### src/hw/mm_bus_pkg.sv
/*
 * Processor bus, SRAM command and bridge FSM types.
 * The processor bus is an active-high strobe/acknowledge cycle, one cycle in flight.
 * Word addressed: bit 0 of the byte address is carried by the two byte enables.
 */
`default_nettype none

package mm_bus_pkg;

	// ----------------------------------------
	// processor side
	// ----------------------------------------
	typedef struct packed {
		logic        stb;   // cycle strobe, held until ack
		logic        rnw;   // 1 = read
		logic        uds;   // upper byte lane, bits 15:8
		logic        lds;   // lower byte lane, bits 7:0
		logic [23:1] addr;  // word address
		logic [15:0] wdata;
	} cpu_req_t;

	typedef struct packed {
		logic        ack;   // one-cycle pulse
		logic [15:0] rdata; // valid with ack only
	} cpu_rsp_t;

	// ----------------------------------------
	// bridge to sram bridge
	// ----------------------------------------
	typedef struct packed {
		logic        start; // one cycle, never while busy
		logic        rd;
		logic        hwr;   // already gated by write permission
		logic        lwr;
		logic [21:0] addr;  // sram word address
		logic [15:0] wdata;
	} ram_cmd_t;

	typedef enum logic [2:0] {
		BR_IDLE,
		BR_DECODE,
		BR_RAM,
		BR_ACK,
		BR_WAIT_LOW
	} bridge_state_t;

endpackage

`default_nettype wire

### src/hw/mm_map_pkg.sv
/*
 * Memory map of the glue logic, fixed at build time.
 * Chip and slow RAM come in 512 KB blocks; their count is set at run time by mem_cfg_t.
 * Kickstart is 512 KB of ROM held in the top SRAM bank and is never written by the processor.
 */
`default_nettype none

package mm_map_pkg;

	typedef enum logic [2:0] {
		REG_NONE,
		REG_CHIP,
		REG_SLOW,
		REG_KICK,
		REG_CIAA,
		REG_CFG
	} region_t;

	// sram bank = top 3 bits of the sram word address
	typedef enum logic [2:0] {
		CHIP0 = 3'd0, CHIP1, CHIP2, CHIP3,
		SLOW0 = 3'd4, SLOW1, SLOW2,
		KICK  = 3'd7
	} bank_t;

	typedef struct packed {
		logic [1:0] slow_size;  // 0 none .. 3 = 1.5 MB
		logic [1:0] chip_size;  // 0 = 512 KB .. 3 = 2 MB
	} mem_cfg_t;

	// ----------------------------------------
	// byte addresses
	// ----------------------------------------
	localparam logic [23:0] CHIP_BASE     = 24'h000000;
	localparam logic [23:0] SLOW_BASE     = 24'hC00000;
	localparam logic [23:0] KICK_BASE     = 24'hF80000;
	localparam logic [23:0] CIAA_PRA_ADDR = 24'hBFE001; // lower byte only
	localparam logic [23:0] CFG_MEM_ADDR  = 24'hDFF1FE;

	localparam int BLOCK_ADDR_BITS = 18;              // word bits inside 512 KB
	localparam logic [1:0] RAM_PHASES   = 2'd3;       // sram cycle length
	localparam logic [2:0] RESET_FRAMES = 3'd4;       // vsync falls before release
	localparam int LED_DIM_BITS = 4;

	localparam mem_cfg_t MEM_CFG_DEFAULT = '{slow_size: 2'd0, chip_size: 2'd0};

endpackage

`default_nettype wire

### src/hw/mm_addr_decoder.sv
/*
 * Combinational address decoder for the processor bus.
 * Address must be stable while decoded. Blocks beyond the configured memory size
 * decode as unmapped. With overlay set, reads of chip block 0 hit the kickstart ROM.
 */
`timescale 1ns/1ps
`default_nettype none

module mm_addr_decoder (
	input  wire [23:1]              addr_i,
	input  wire                     read_i,
	input  wire                     ovl_i,
	input  wire mm_map_pkg::mem_cfg_t mem_cfg_i,
	output mm_map_pkg::region_t     region_o,
	output logic [1:0]              block_o,
	output logic                    write_ok_o
);
	import mm_map_pkg::*;

	logic [1:0] blk;    // 512 KB block inside a 2 MB window

	assign blk = addr_i[BLOCK_ADDR_BITS+2:BLOCK_ADDR_BITS+1];

	always_comb begin
		region_o = REG_NONE;    // unmapped unless matched below
		if (addr_i == CIAA_PRA_ADDR[23:1]) begin
			region_o = REG_CIAA;
		end else if (addr_i == CFG_MEM_ADDR[23:1]) begin
			region_o = REG_CFG;     // sits in the slow window, so test first
		end else if (addr_i[23:21] == CHIP_BASE[23:21]) begin
			// kick shadows chip block 0 on reads while overlay is on
			if (ovl_i && read_i && blk == 2'd0)
				region_o = REG_KICK;
			else if (blk <= mem_cfg_i.chip_size)
				region_o = REG_CHIP;
		end else if (addr_i[23:21] == SLOW_BASE[23:21]) begin
			if (blk < mem_cfg_i.slow_size)  // size 0 = no slow ram
				region_o = REG_SLOW;
		end else if (addr_i[23:19] == KICK_BASE[23:19]) begin
			region_o = REG_KICK;
		end
	end

	assign block_o    = blk;
	assign write_ok_o = (region_o != REG_KICK);  // rom

endmodule

`default_nettype wire

### src/hw/mm_bank_mapper.sv
/*
 * Maps a decoded region and block onto one SRAM bank.
 * SRAM word address = {bank, low 19 word address bits}.
 * Kick accesses force bit 19 so the overlay alias at 0 and KICK_BASE hit the same word.
 */
`timescale 1ns/1ps
`default_nettype none

module mm_bank_mapper (
	input  wire mm_map_pkg::region_t region_i,
	input  wire [1:0]                block_i,
	input  wire [23:1]               addr_i,
	output logic [21:0]              ram_addr_o
);
	import mm_map_pkg::*;

	bank_t       bank;
	logic        hi_bit;    // word address bit 19
	logic [18:0] low;

	always_comb begin
		case (region_i)
			REG_CHIP: bank = bank_t'({1'b0, block_i});
			REG_SLOW: bank = bank_t'(SLOW0 + {1'b0, block_i});
			REG_KICK: bank = KICK;
			default:  bank = CHIP0;     // not a ram cycle, address unused
		endcase
	end

	// overlay reads come in with bit 19 clear
	assign hi_bit = (region_i == REG_KICK) ? KICK_BASE[BLOCK_ADDR_BITS+1]
	                                       : addr_i[BLOCK_ADDR_BITS+1];
	assign low    = {hi_bit, addr_i[BLOCK_ADDR_BITS:1]};

	assign ram_addr_o = {bank, low};

endmodule

`default_nettype wire

### src/hw/mm_cpu_bridge.sv
/*
 * Processor bus cycle FSM. Ack comes 2 cycles after strobe for registers and
 * unmapped space, 2 + RAM_PHASES for any RAM region. Strobe must drop after ack
 * before a new cycle is taken. Cycles are ignored while sys_reset is high.
 */
`timescale 1ns/1ps
`default_nettype none

module mm_cpu_bridge (
	input  wire                       clk,
	input  wire                       reset,
	input  wire                       sys_reset_i,
	input  wire mm_bus_pkg::cpu_req_t cpu_req_i,
	input  wire mm_map_pkg::region_t  region_i,
	input  wire                       write_ok_i,
	input  wire [21:0]                ram_addr_i,
	input  wire                       ram_done_i,
	input  wire [15:0]                ram_rdata_i,
	input  wire [15:0]                reg_rdata_i,
	output mm_bus_pkg::cpu_rsp_t      cpu_rsp_o,
	output mm_bus_pkg::ram_cmd_t      ram_cmd_o,
	output logic                      reg_wr_o,
	output logic [1:0]                reg_be_o
);
	import mm_bus_pkg::*;
	import mm_map_pkg::*;

	bridge_state_t state;
	region_t       region_q;     // decode of the current cycle
	logic          write_ok_q;
	logic          ram_sel;
	logic          ack_q;
	logic [15:0]   rdata_q;
	logic [15:0]   rdata_mux;
	ram_cmd_t      cmd_q;

	assign ram_sel = region_q inside {REG_CHIP, REG_SLOW, REG_KICK};

	// ----------------------------------------
	// cycle FSM
	// ----------------------------------------
	always_ff @(posedge clk) begin
		if (reset || sys_reset_i) begin
			state <= BR_IDLE;
			ack_q <= 1'b0;
			cmd_q <= '0;
		end else begin
			ack_q       <= 1'b0;    // single pulse
			cmd_q.start <= 1'b0;
			case (state)
				BR_IDLE:
					if (cpu_req_i.stb) state <= BR_DECODE;
				BR_DECODE:
					if (ram_sel) begin
						cmd_q.start <= 1'b1;
						cmd_q.rd    <= cpu_req_i.rnw;
						cmd_q.hwr   <= ~cpu_req_i.rnw & cpu_req_i.uds & write_ok_q;
						cmd_q.lwr   <= ~cpu_req_i.rnw & cpu_req_i.lds & write_ok_q;
						cmd_q.addr  <= ram_addr_i;
						cmd_q.wdata <= cpu_req_i.wdata;
						state       <= BR_RAM;
					end else begin
						state <= BR_ACK;    // registers and unmapped
					end
				BR_RAM:
					if (ram_done_i) begin
						ack_q <= 1'b1;
						state <= BR_WAIT_LOW;
					end
				BR_ACK: begin
					ack_q <= 1'b1;
					state <= BR_WAIT_LOW;
				end
				BR_WAIT_LOW:
					if (!cpu_req_i.stb) state <= BR_IDLE;  // master saw ack
				default:
					state <= BR_IDLE;
			endcase
		end
	end

	// read data OR bus, sources are zero when not selected
	assign rdata_mux = cpu_req_i.rnw ? ((ram_sel ? ram_rdata_i : 16'h0000) | reg_rdata_i)
	                                 : 16'h0000;

	always_ff @(posedge clk) begin
		if (state == BR_IDLE && cpu_req_i.stb) begin
			region_q   <= region_i;
			write_ok_q <= write_ok_i;
		end
		if ((state == BR_RAM && ram_done_i) || state == BR_ACK)
			rdata_q <= rdata_mux;
	end

	assign reg_wr_o  = (state == BR_ACK) && !cpu_req_i.rnw
	                   && (region_q inside {REG_CIAA, REG_CFG});
	assign reg_be_o  = {cpu_req_i.uds, cpu_req_i.lds};
	assign ram_cmd_o = cmd_q;
	assign cpu_rsp_o = '{ack: ack_q, rdata: rdata_q};

endmodule

`default_nettype wire

### src/hw/mm_sram_bridge.sv
/*
 * Three-phase asynchronous SRAM access, all pins active low and registered.
 * Phase 1 address and lanes, phase 2 OE or WE, phase 3 capture and release.
 * A new start is only accepted while idle.
 */
`timescale 1ns/1ps
`default_nettype none

module mm_sram_bridge (
	input  wire                       clk,
	input  wire                       reset,
	input  wire mm_bus_pkg::ram_cmd_t ram_cmd_i,
	input  wire [15:0]                ram_data_i,
	output logic                      ram_done_o,
	output logic [15:0]               ram_rdata_o,
	output logic [21:0]               ram_addr_o,
	output logic [15:0]               ram_data_o,
	output logic                      ram_oe_n_o,
	output logic                      ram_we_n_o,
	output logic                      ram_bhe_n_o,
	output logic                      ram_ble_n_o
);
	import mm_bus_pkg::*;
	import mm_map_pkg::*;

	logic [1:0] ph;     // 0 idle, then 1..RAM_PHASES
	logic       rd_q;
	logic       wr_q;

	always_ff @(posedge clk) begin
		if (reset) begin
			ph          <= 2'd0;
			ram_oe_n_o  <= 1'b1;
			ram_we_n_o  <= 1'b1;
			ram_bhe_n_o <= 1'b1;
			ram_ble_n_o <= 1'b1;
		end else begin
			case (ph)
				2'd0:
					if (ram_cmd_i.start) begin
						ph          <= 2'd1;
						ram_bhe_n_o <= ~(ram_cmd_i.rd | ram_cmd_i.hwr);  // reads take both
						ram_ble_n_o <= ~(ram_cmd_i.rd | ram_cmd_i.lwr);
					end
				2'd1: begin
					ph         <= 2'd2;
					ram_oe_n_o <= ~rd_q;
					ram_we_n_o <= ~wr_q;    // low for phase 2 only
				end
				2'd2: begin
					ph          <= RAM_PHASES;
					ram_oe_n_o  <= 1'b1;
					ram_we_n_o  <= 1'b1;
					ram_bhe_n_o <= 1'b1;
					ram_ble_n_o <= 1'b1;
				end
				default: ph <= 2'd0;
			endcase
		end
	end

	// payload, held until the next start
	always_ff @(posedge clk) begin
		if (ph == 2'd0 && ram_cmd_i.start) begin
			ram_addr_o <= ram_cmd_i.addr;
			ram_data_o <= ram_cmd_i.wdata;
			rd_q       <= ram_cmd_i.rd;
			wr_q       <= ram_cmd_i.hwr | ram_cmd_i.lwr;
		end
		if (ph == 2'd2 && rd_q)
			ram_rdata_o <= ram_data_i;  // end of oe window
	end

	assign ram_done_o = (ph == RAM_PHASES);

endmodule

`default_nettype wire

### src/hw/mm_ctrl_regs.sv
/*
 * CIA-A port A register (overlay, LED) and memory config register.
 * Read data is zero unless the current address selects a register.
 * Port writes need the lower byte lane, as do config writes.
 */
`timescale 1ns/1ps
`default_nettype none

module mm_ctrl_regs (
	input  wire                      clk,
	input  wire                      sys_reset_i,
	input  wire mm_map_pkg::region_t region_i,
	input  wire                      reg_wr_i,
	input  wire [1:0]                reg_be_i,
	input  wire [15:0]               wdata_i,
	input  wire                      hsync_i,
	output logic [15:0]              reg_rdata_o,
	output logic                     ovl_o,
	output mm_map_pkg::mem_cfg_t     mem_cfg_o,
	output logic                     pwrled_o
);
	import mm_map_pkg::*;

	logic                    ovl_q;      // pra bit 0
	logic                    led_q;      // pra bit 1, 1 = led off
	mem_cfg_t                cfg_q;
	logic                    sel_pra;
	logic                    sel_cfg;
	logic [LED_DIM_BITS-1:0] dim_cnt;

	assign sel_pra = (region_i == REG_CIAA);
	assign sel_cfg = (region_i == REG_CFG);

	always_ff @(posedge clk) begin
		if (sys_reset_i) begin
			ovl_q <= 1'b1;      // boot from rom
			led_q <= 1'b0;
			cfg_q <= MEM_CFG_DEFAULT;
		end else if (reg_wr_i && reg_be_i[0]) begin
			if (sel_pra)
				{led_q, ovl_q} <= wdata_i[1:0];
			if (sel_cfg)
				cfg_q <= wdata_i[3:0];
		end
	end

	always_comb begin
		reg_rdata_o = 16'h0000;
		if (sel_pra)
			reg_rdata_o = {14'h0000, led_q, ovl_q};
		else if (sel_cfg)
			reg_rdata_o = {12'h000, cfg_q};
	end

	// ----------------------------------------
	// power led dimmer
	// ----------------------------------------
	always_ff @(posedge clk) begin
		if (sys_reset_i)
			dim_cnt <= '0;
		else if (hsync_i)
			dim_cnt <= dim_cnt + 1'b1;
	end

	// "off" is a dim glow, one count in 2**LED_DIM_BITS
	assign pwrled_o  = led_q ? (dim_cnt == '0) : 1'b1;
	assign ovl_o     = ovl_q;
	assign mem_cfg_o = cfg_q;

endmodule

`default_nettype wire

### src/hw/mm_sys_control.sv
/*
 * System reset sequencer. reset or rst_ext_i starts a hold that lasts
 * RESET_FRAMES falling edges of vsync_i; outputs drop the cycle after the last.
 * rst_ext_i during the hold restarts the count.
 */
`timescale 1ns/1ps
`default_nettype none

module mm_sys_control (
	input  wire  clk,
	input  wire  reset,
	input  wire  rst_ext_i,
	input  wire  vsync_i,
	output logic sys_reset_o,
	output logic cpu_reset_o
);
	import mm_map_pkg::*;

	logic       vs_q;       // vsync one cycle back
	logic       vs_fall;
	logic       hold;
	logic [2:0] frames;     // falls seen so far

	assign vs_fall = vs_q & ~vsync_i;

	always_ff @(posedge clk) begin
		if (reset || rst_ext_i) begin
			vs_q   <= 1'b0;     // no false edge out of reset
			hold   <= 1'b1;
			frames <= 3'd0;
		end else begin
			vs_q <= vsync_i;
			if (hold && vs_fall) begin
				frames <= frames + 3'd1;
				if (frames == RESET_FRAMES - 3'd1)
					hold <= 1'b0;   // last frame
			end
		end
	end

	assign sys_reset_o = hold;
	assign cpu_reset_o = hold;

endmodule

`default_nettype wire

### src/hw/mm_glue_top.sv
/*
 * Glue top: processor bus bridge, decoder, bank mapper, SRAM bridge,
 * control registers and reset sequencer. One external 16-bit SRAM of 4M words.
 */
`timescale 1ns/1ps
`default_nettype none

module mm_glue_top (
	input  wire                       clk,
	input  wire                       reset,
	input  wire                       rst_ext_i,
	input  wire                       vsync_i,
	input  wire                       hsync_i,
	input  wire mm_bus_pkg::cpu_req_t cpu_req_i,
	input  wire [15:0]                ram_data_i,
	output mm_bus_pkg::cpu_rsp_t      cpu_rsp_o,
	output logic                      cpu_reset_o,
	output logic [21:0]               ram_addr_o,
	output logic [15:0]               ram_data_o,
	output logic                      ram_oe_n_o,
	output logic                      ram_we_n_o,
	output logic                      ram_bhe_n_o,
	output logic                      ram_ble_n_o,
	output logic                      pwrled_o
);
	import mm_bus_pkg::*;
	import mm_map_pkg::*;

	// ----------------------------------------
	// internal buses
	// ----------------------------------------
	region_t     region;
	logic [1:0]  block;
	logic        write_ok;
	logic [21:0] map_addr;     // sram address from the mapper
	ram_cmd_t    ram_cmd;
	logic        ram_done;
	logic [15:0] ram_rdata;
	logic [15:0] reg_rdata;
	logic        reg_wr;
	logic [1:0]  reg_be;
	logic        ovl;
	mem_cfg_t    mem_cfg;
	logic        sys_reset;

	mm_addr_decoder i_decoder (
		.addr_i    (cpu_req_i.addr),
		.read_i    (cpu_req_i.rnw),
		.ovl_i     (ovl),
		.mem_cfg_i (mem_cfg),
		.region_o  (region),
		.block_o   (block),
		.write_ok_o(write_ok)
	);

	mm_bank_mapper i_mapper (
		.region_i  (region),
		.block_i   (block),
		.addr_i    (cpu_req_i.addr),
		.ram_addr_o(map_addr)
	);

	mm_cpu_bridge i_bridge (
		.clk        (clk),
		.reset      (reset),
		.sys_reset_i(sys_reset),
		.cpu_req_i  (cpu_req_i),
		.region_i   (region),
		.write_ok_i (write_ok),
		.ram_addr_i (map_addr),
		.ram_done_i (ram_done),
		.ram_rdata_i(ram_rdata),
		.reg_rdata_i(reg_rdata),
		.cpu_rsp_o  (cpu_rsp_o),
		.ram_cmd_o  (ram_cmd),
		.reg_wr_o   (reg_wr),
		.reg_be_o   (reg_be)
	);

	mm_sram_bridge i_sram (
		.clk        (clk),
		.reset      (reset),
		.ram_cmd_i  (ram_cmd),
		.ram_data_i (ram_data_i),
		.ram_done_o (ram_done),
		.ram_rdata_o(ram_rdata),
		.ram_addr_o (ram_addr_o),
		.ram_data_o (ram_data_o),
		.ram_oe_n_o (ram_oe_n_o),
		.ram_we_n_o (ram_we_n_o),
		.ram_bhe_n_o(ram_bhe_n_o),
		.ram_ble_n_o(ram_ble_n_o)
	);

	mm_ctrl_regs i_regs (
		.clk        (clk),
		.sys_reset_i(sys_reset),
		.region_i   (region),
		.reg_wr_i   (reg_wr),
		.reg_be_i   (reg_be),
		.wdata_i    (cpu_req_i.wdata),
		.hsync_i    (hsync_i),
		.reg_rdata_o(reg_rdata),
		.ovl_o      (ovl),
		.mem_cfg_o  (mem_cfg),
		.pwrled_o   (pwrled_o)
	);

	mm_sys_control i_sysctl (
		.clk        (clk),
		.reset      (reset),
		.rst_ext_i  (rst_ext_i),
		.vsync_i    (vsync_i),
		.sys_reset_o(sys_reset),
		.cpu_reset_o(cpu_reset_o)
	);

endmodule

`default_nettype wire

### config.mk
export PLATFORM = sky130hd
export DESIGN_NAME = mm_glue_top
export DESIGN_NICKNAME = d
export VERILOG_FILES = /design/src/hw/mm_bus_pkg.sv /design/src/hw/mm_map_pkg.sv /design/src/hw/mm_addr_decoder.sv /design/src/hw/mm_bank_mapper.sv /design/src/hw/mm_cpu_bridge.sv /design/src/hw/mm_sram_bridge.sv /design/src/hw/mm_ctrl_regs.sv /design/src/hw/mm_sys_control.sv /design/src/hw/mm_glue_top.sv
export SDC_FILE = /design/constraint.sdc
export NUM_CORES = 1
export LEC_CHECK = 0
export BUFFER_PORTS_ARGS = -buffer_cell sky130_fd_sc_hd__clkbuf_2
export CAP_MARGIN = 20
export CORE_ASPECT_RATIO = 1.2
export CORE_MARGIN = 2
export CORE_UTILIZATION = 53
export DETAILED_ROUTE_END_ITERATION = 6
export PLACE_DENSITY_LB_ADDON = 0.15
export SYNTH_ARGS = -nofsm -noshare
export SYNTH_HDL_FRONTEND = slang
export SYNTH_SLANG_ARGS = --single-unit
### constraint.sdc
create_clock -name clk -period 2.6 [get_ports clk]
set_input_delay 0.26 -clock clk [delete_from_list [all_inputs] [get_ports clk]]
set_output_delay 0.26 -clock clk [all_outputs]
set_load 0.05 [all_outputs]
==> reports/qor.csv <==
stage,metric,value,unit
placed_design,number of port buffers,124,
worst_setup_path,Worst setup SP type,flip-flop,
global_route,initial antenna violation count,0,
timing,crit path time final,1.99,ns
worst_setup_path,"slowest stage delay, CP",0.52,ns
synthesis,Mapped Area,5400,sq um
worst_setup_path,"delay-heaviest family, CP",compound AO/OA/AOI/OAI gates,
timing,Slew Limit Fails,0,
die,num rows,40,
worst_setup_path,Crit. Startpoint,i_bridge.region_q[2],
synthesis,Post-Synthesis Cells,459,
timing,Final Skew,0.00904,ns
die,total I/O pin count,125,
global_route,gr ovfl total,0,
worst_setup_path,"Req. time, crit path",2.90,ns
synthesis,mean post-synth cell area,11.8,sq um
worst_setup_path,Arrival @ worst endpoint,2.29,ns
worst_setup_path,CP endpoint kind,flip-flop,
power_and_ir_drop,Clock power frac,47.9,%
clock_tree,Root Buffer,clkbuf_16,
route,drt wl/cell,15.4,um
clock_tree,Num CTS Buffers,17,
timing,f_max,502,MHz
clock_tree,CTS Sinks,143,
die,die area,11000,sq um
worst_setup_path,crit-path max FO,18,
power_and_ir_drop,Pint,3.84,mW
clock_tree,htree depth,4,
die,core area,9960,sq um
die,Die Y-Extent,115,um
finish,P&R area growth vs syn,24.0,%
clock_tree,clk_lat worst skew,0.41,ns
synthesis,Async SR Flop Fraction,0,%
power_and_ir_drop,Net Switching,0.929,mW
placed_design,Placed Area,6120,sq um
power_and_ir_drop,Max VDD drop,0.478,mV
placed_design,GPL Wtd Cong,0.845,
synthesis,number of synthesized flops with an enable pin,76,
die,Initial Utilization,54.2,%
route,post-DR vias/cell,5.23,
synthesis,register area share after synthesis,67.2,%
finish,share of cells above drive strength 1,28.1,%
clock_tree,clk slew on worst S/H paths,0.06,ns
global_route,largest net degree at the start of global routing,42,
synthesis,dominant synthesized flop cell,edfxtp_1,
timing,final hold vios,0,
route,DR DRC count,0,
power_and_ir_drop,Reg power frac,49.7,%
power_and_ir_drop,Logic pwr share,2.5,%
clock_tree,Post-CTS Setup Bufs,0,
timing,Worst slew margin,45.6,%
global_route,first-pass GRT wire length,17.5,mm
clock_tree,"Hold-fix buffers, CTS",0,
run,Max-Cap Viols,0,
die,Die Wd,96.1,um
power_and_ir_drop,Sw Share,19.5,%
timing,worst slew pin tran,0.816,ns
clock_tree,CTS Buffer Depth,2,
worst_setup_path,R2R Path Start,i_bridge.region_q[2],
synthesis,Synth warnings,0,
placed_design,post-DP HPWL,7.79,mm
route,Routed Antenna Nets,0,
power_and_ir_drop,pwr dens,713,nW/um^2
synthesis,Netlist cell types,49,
finish,"Design Area, Final",6690,sq um
timing,RSZ-0062 raised after global routing,false,
worst_hold_path,worst hold path class,input port to flip-flop,
clock_tree,TritonCTS clock tree,built,
power_and_ir_drop,P_leak,2.55,nW
synthesis,Mapped Nets,534,
route,Via Count,3788,
route,DR iter-0 viols,190,
timing,Fin Setup TNS,0,ns
worst_setup_path,"Cell Chain, Critical Path",o21ba_2 -> and3_1 -> nand2_1 -> o41ai_1,
worst_setup_path,buffers and inverters on the worst path,0,
worst_setup_path,Worst path slowest cell,and3_1,
worst_hold_path,Hold Startpoint,ram_data_i[15],
finish,Final nets,660,
outcome,outcome,"complete, no violations",
finish,antenna fix cells,0,
synthesis,#FFs+latches synth,143,
route,DRT Pass-1 Iters,5,
worst_setup_path,critical path class,flip-flop to flip-flop,
clock_tree,Resize count post-CTS,0,
timing,crit share post-route,76.6,%
timing,# setup viols final,0,
global_route,total global-route track usage,21.4,%
global_route,vias in the first global route,3702,
route,total wire length,11.1,mm
[cell usage in the layout (no fill, tap or decap), types with 3 or more instances in the layout]
cell type / Yosys / layout
nand4b_1: 4 / 4
nand3b_1: 3 / 3
or2b_1: 3 / 3
clkbuf_2: 0 / 124
dfxtp_1: 67 / 67
nor3b_1: 3 / 3
inv_1: 14 / 14
nand2_1: 80 / 80
o21ai_0: 3 / 3
nor3_1: 8 / 8
nor2_1: 28 / 28
nand2b_1: 14 / 14
and2_1: 5 / 4
mux2i_1: 10 / 10
buf_4: 1 / 7
or2_2: 3 / 3
nand3_1: 7 / 7
clkinv_2: 0 / 4
o22ai_1: 3 / 3
a21oi_1: 43 / 43
and3_1: 14 / 14
clkbuf_16: 0 / 18
edfxtp_1: 76 / 76
ha_1: 11 / 11
[logic make-up after synthesis]
logic type,Yosys count,synth area share [%]
AO/OA/AOI/OAI,63,6.86
AND/OR/NAND/NOR,190,17.9
multiplexers,10,1.86
XOR/XNOR,4,0.649
buffers and inverters,38,3.04
adder cells (fa/ha/maj),11,2.55
flip-flops,143,67.2
[sequential cells by signal, indices dropped and copies added, names as in the netlist, 2 cells and up]
| register | cells |
|---|---|
| i_sram.ram_data_o | 16 |
| i_sram.ram_addr_o | 22 |
| i_bridge.ram_cmd_o | 42 |
| i_bridge.state | 3 |
| i_regs.dim_cnt | 4 |
| i_regs.mem_cfg_o | 4 |
| i_bridge.rdata_q | 16 |
| i_sram.ph | 2 |
| i_sysctl.frames | 3 |
| i_sram.ram_rdata_o | 16 |
| i_bridge.region_q | 3 |
[area by class of cell]
class	instances	area, sq um
Sequential cell	143	3620
Fill cell	780	3270
Multi-Input combinational cell	278	1610
Timing Repair Buffer	131	673
Clock buffer	22	485
Tap cell	126	158
Clock inverter	10	86.3
Inverter	14	52.6
[worst reg2reg max path: cells and delay by family, from the launching register on]
family / cells / cell delay, ns
simple gates: 2 / 0.72
flops: 1 / 0.37
compound gates: 2 / 0.81
[metrics by stage]
step	hold slack, ns	setup WS (ns)	cells	util (%)	power [mW]
after global placement	0.409	0.508	692	61.4	2.53
after detailed placement	0.414	0.452	692	61.4	2.53
after global routing	0.00661	0.439	724	67.1	4.91
after CTS	0.00960	0.615	724	67.1	4.80
final	0.0247	0.608	724	67.1	4.77
after floorplan	0.336	0.504	459	-	2.45
[metal layers]
layer	GRT usage (%)	up-vias	part of all wire, %
met5	0	-	0
met4	7.81	0	1.2
met3	5.46	10	5.7
met2	35.2	139	50
met1	27.0	1770	43
li1	-	1869	-
[power groups by stage]
stage	logic, mW	clock network [mW]	registers (mW)
5_1_grt	0.128	2.42	2.37
3_3_place_gp	0.113	0	2.42
4_1_cts	0.117	2.32	2.37
3_5_place_dp	0.117	0	2.42
6_report	0.117	2.28	2.37
2_1_floorplan	0.0398	0	2.42
[synthesized netlist by cell type, types with 3 or more instances]
| cell | count | area (sq um) |
|---|---|---|
| ha_1 | 11 | 138 |
| and2_1 | 5 | 31.3 |
| or2b_1 | 3 | 22.5 |
| nor3b_1 | 3 | 22.5 |
| nand2_1 | 80 | 300 |
| or2_2 | 3 | 18.8 |
| nand2b_1 | 14 | 87.6 |
| nor3_1 | 8 | 40.0 |
| mux2i_1 | 10 | 100 |
| clkbuf_1 | 18 | 67.6 |
| edfxtp_1 | 76 | 2280 |
| o21ai_0 | 3 | 15.0 |
| and3_1 | 14 | 87.6 |
| a21oi_1 | 43 | 215 |
| nand3b_1 | 3 | 22.5 |
| nand3_1 | 7 | 35.0 |
| o22ai_1 | 3 | 18.8 |
| nand4b_1 | 4 | 35.0 |
| inv_1 | 14 | 52.6 |
| dfxtp_1 | 67 | 1340 |
| nor2_1 | 28 | 105 |
[final timing paths]
check                                         endpoint  slack [ns]  cells past startpoint
worst min-delay path            i_sram.ram_rdata_o[15]        0.02                      1
worst max register to register  i_bridge.ram_cmd_o[36]        0.61                      4
worst max-delay path            i_bridge.ram_cmd_o[36]        0.61                      4
worst min register to register   i_sram.ram_addr_o[18]        0.42                      0
(Power assumes the default switching activity.)
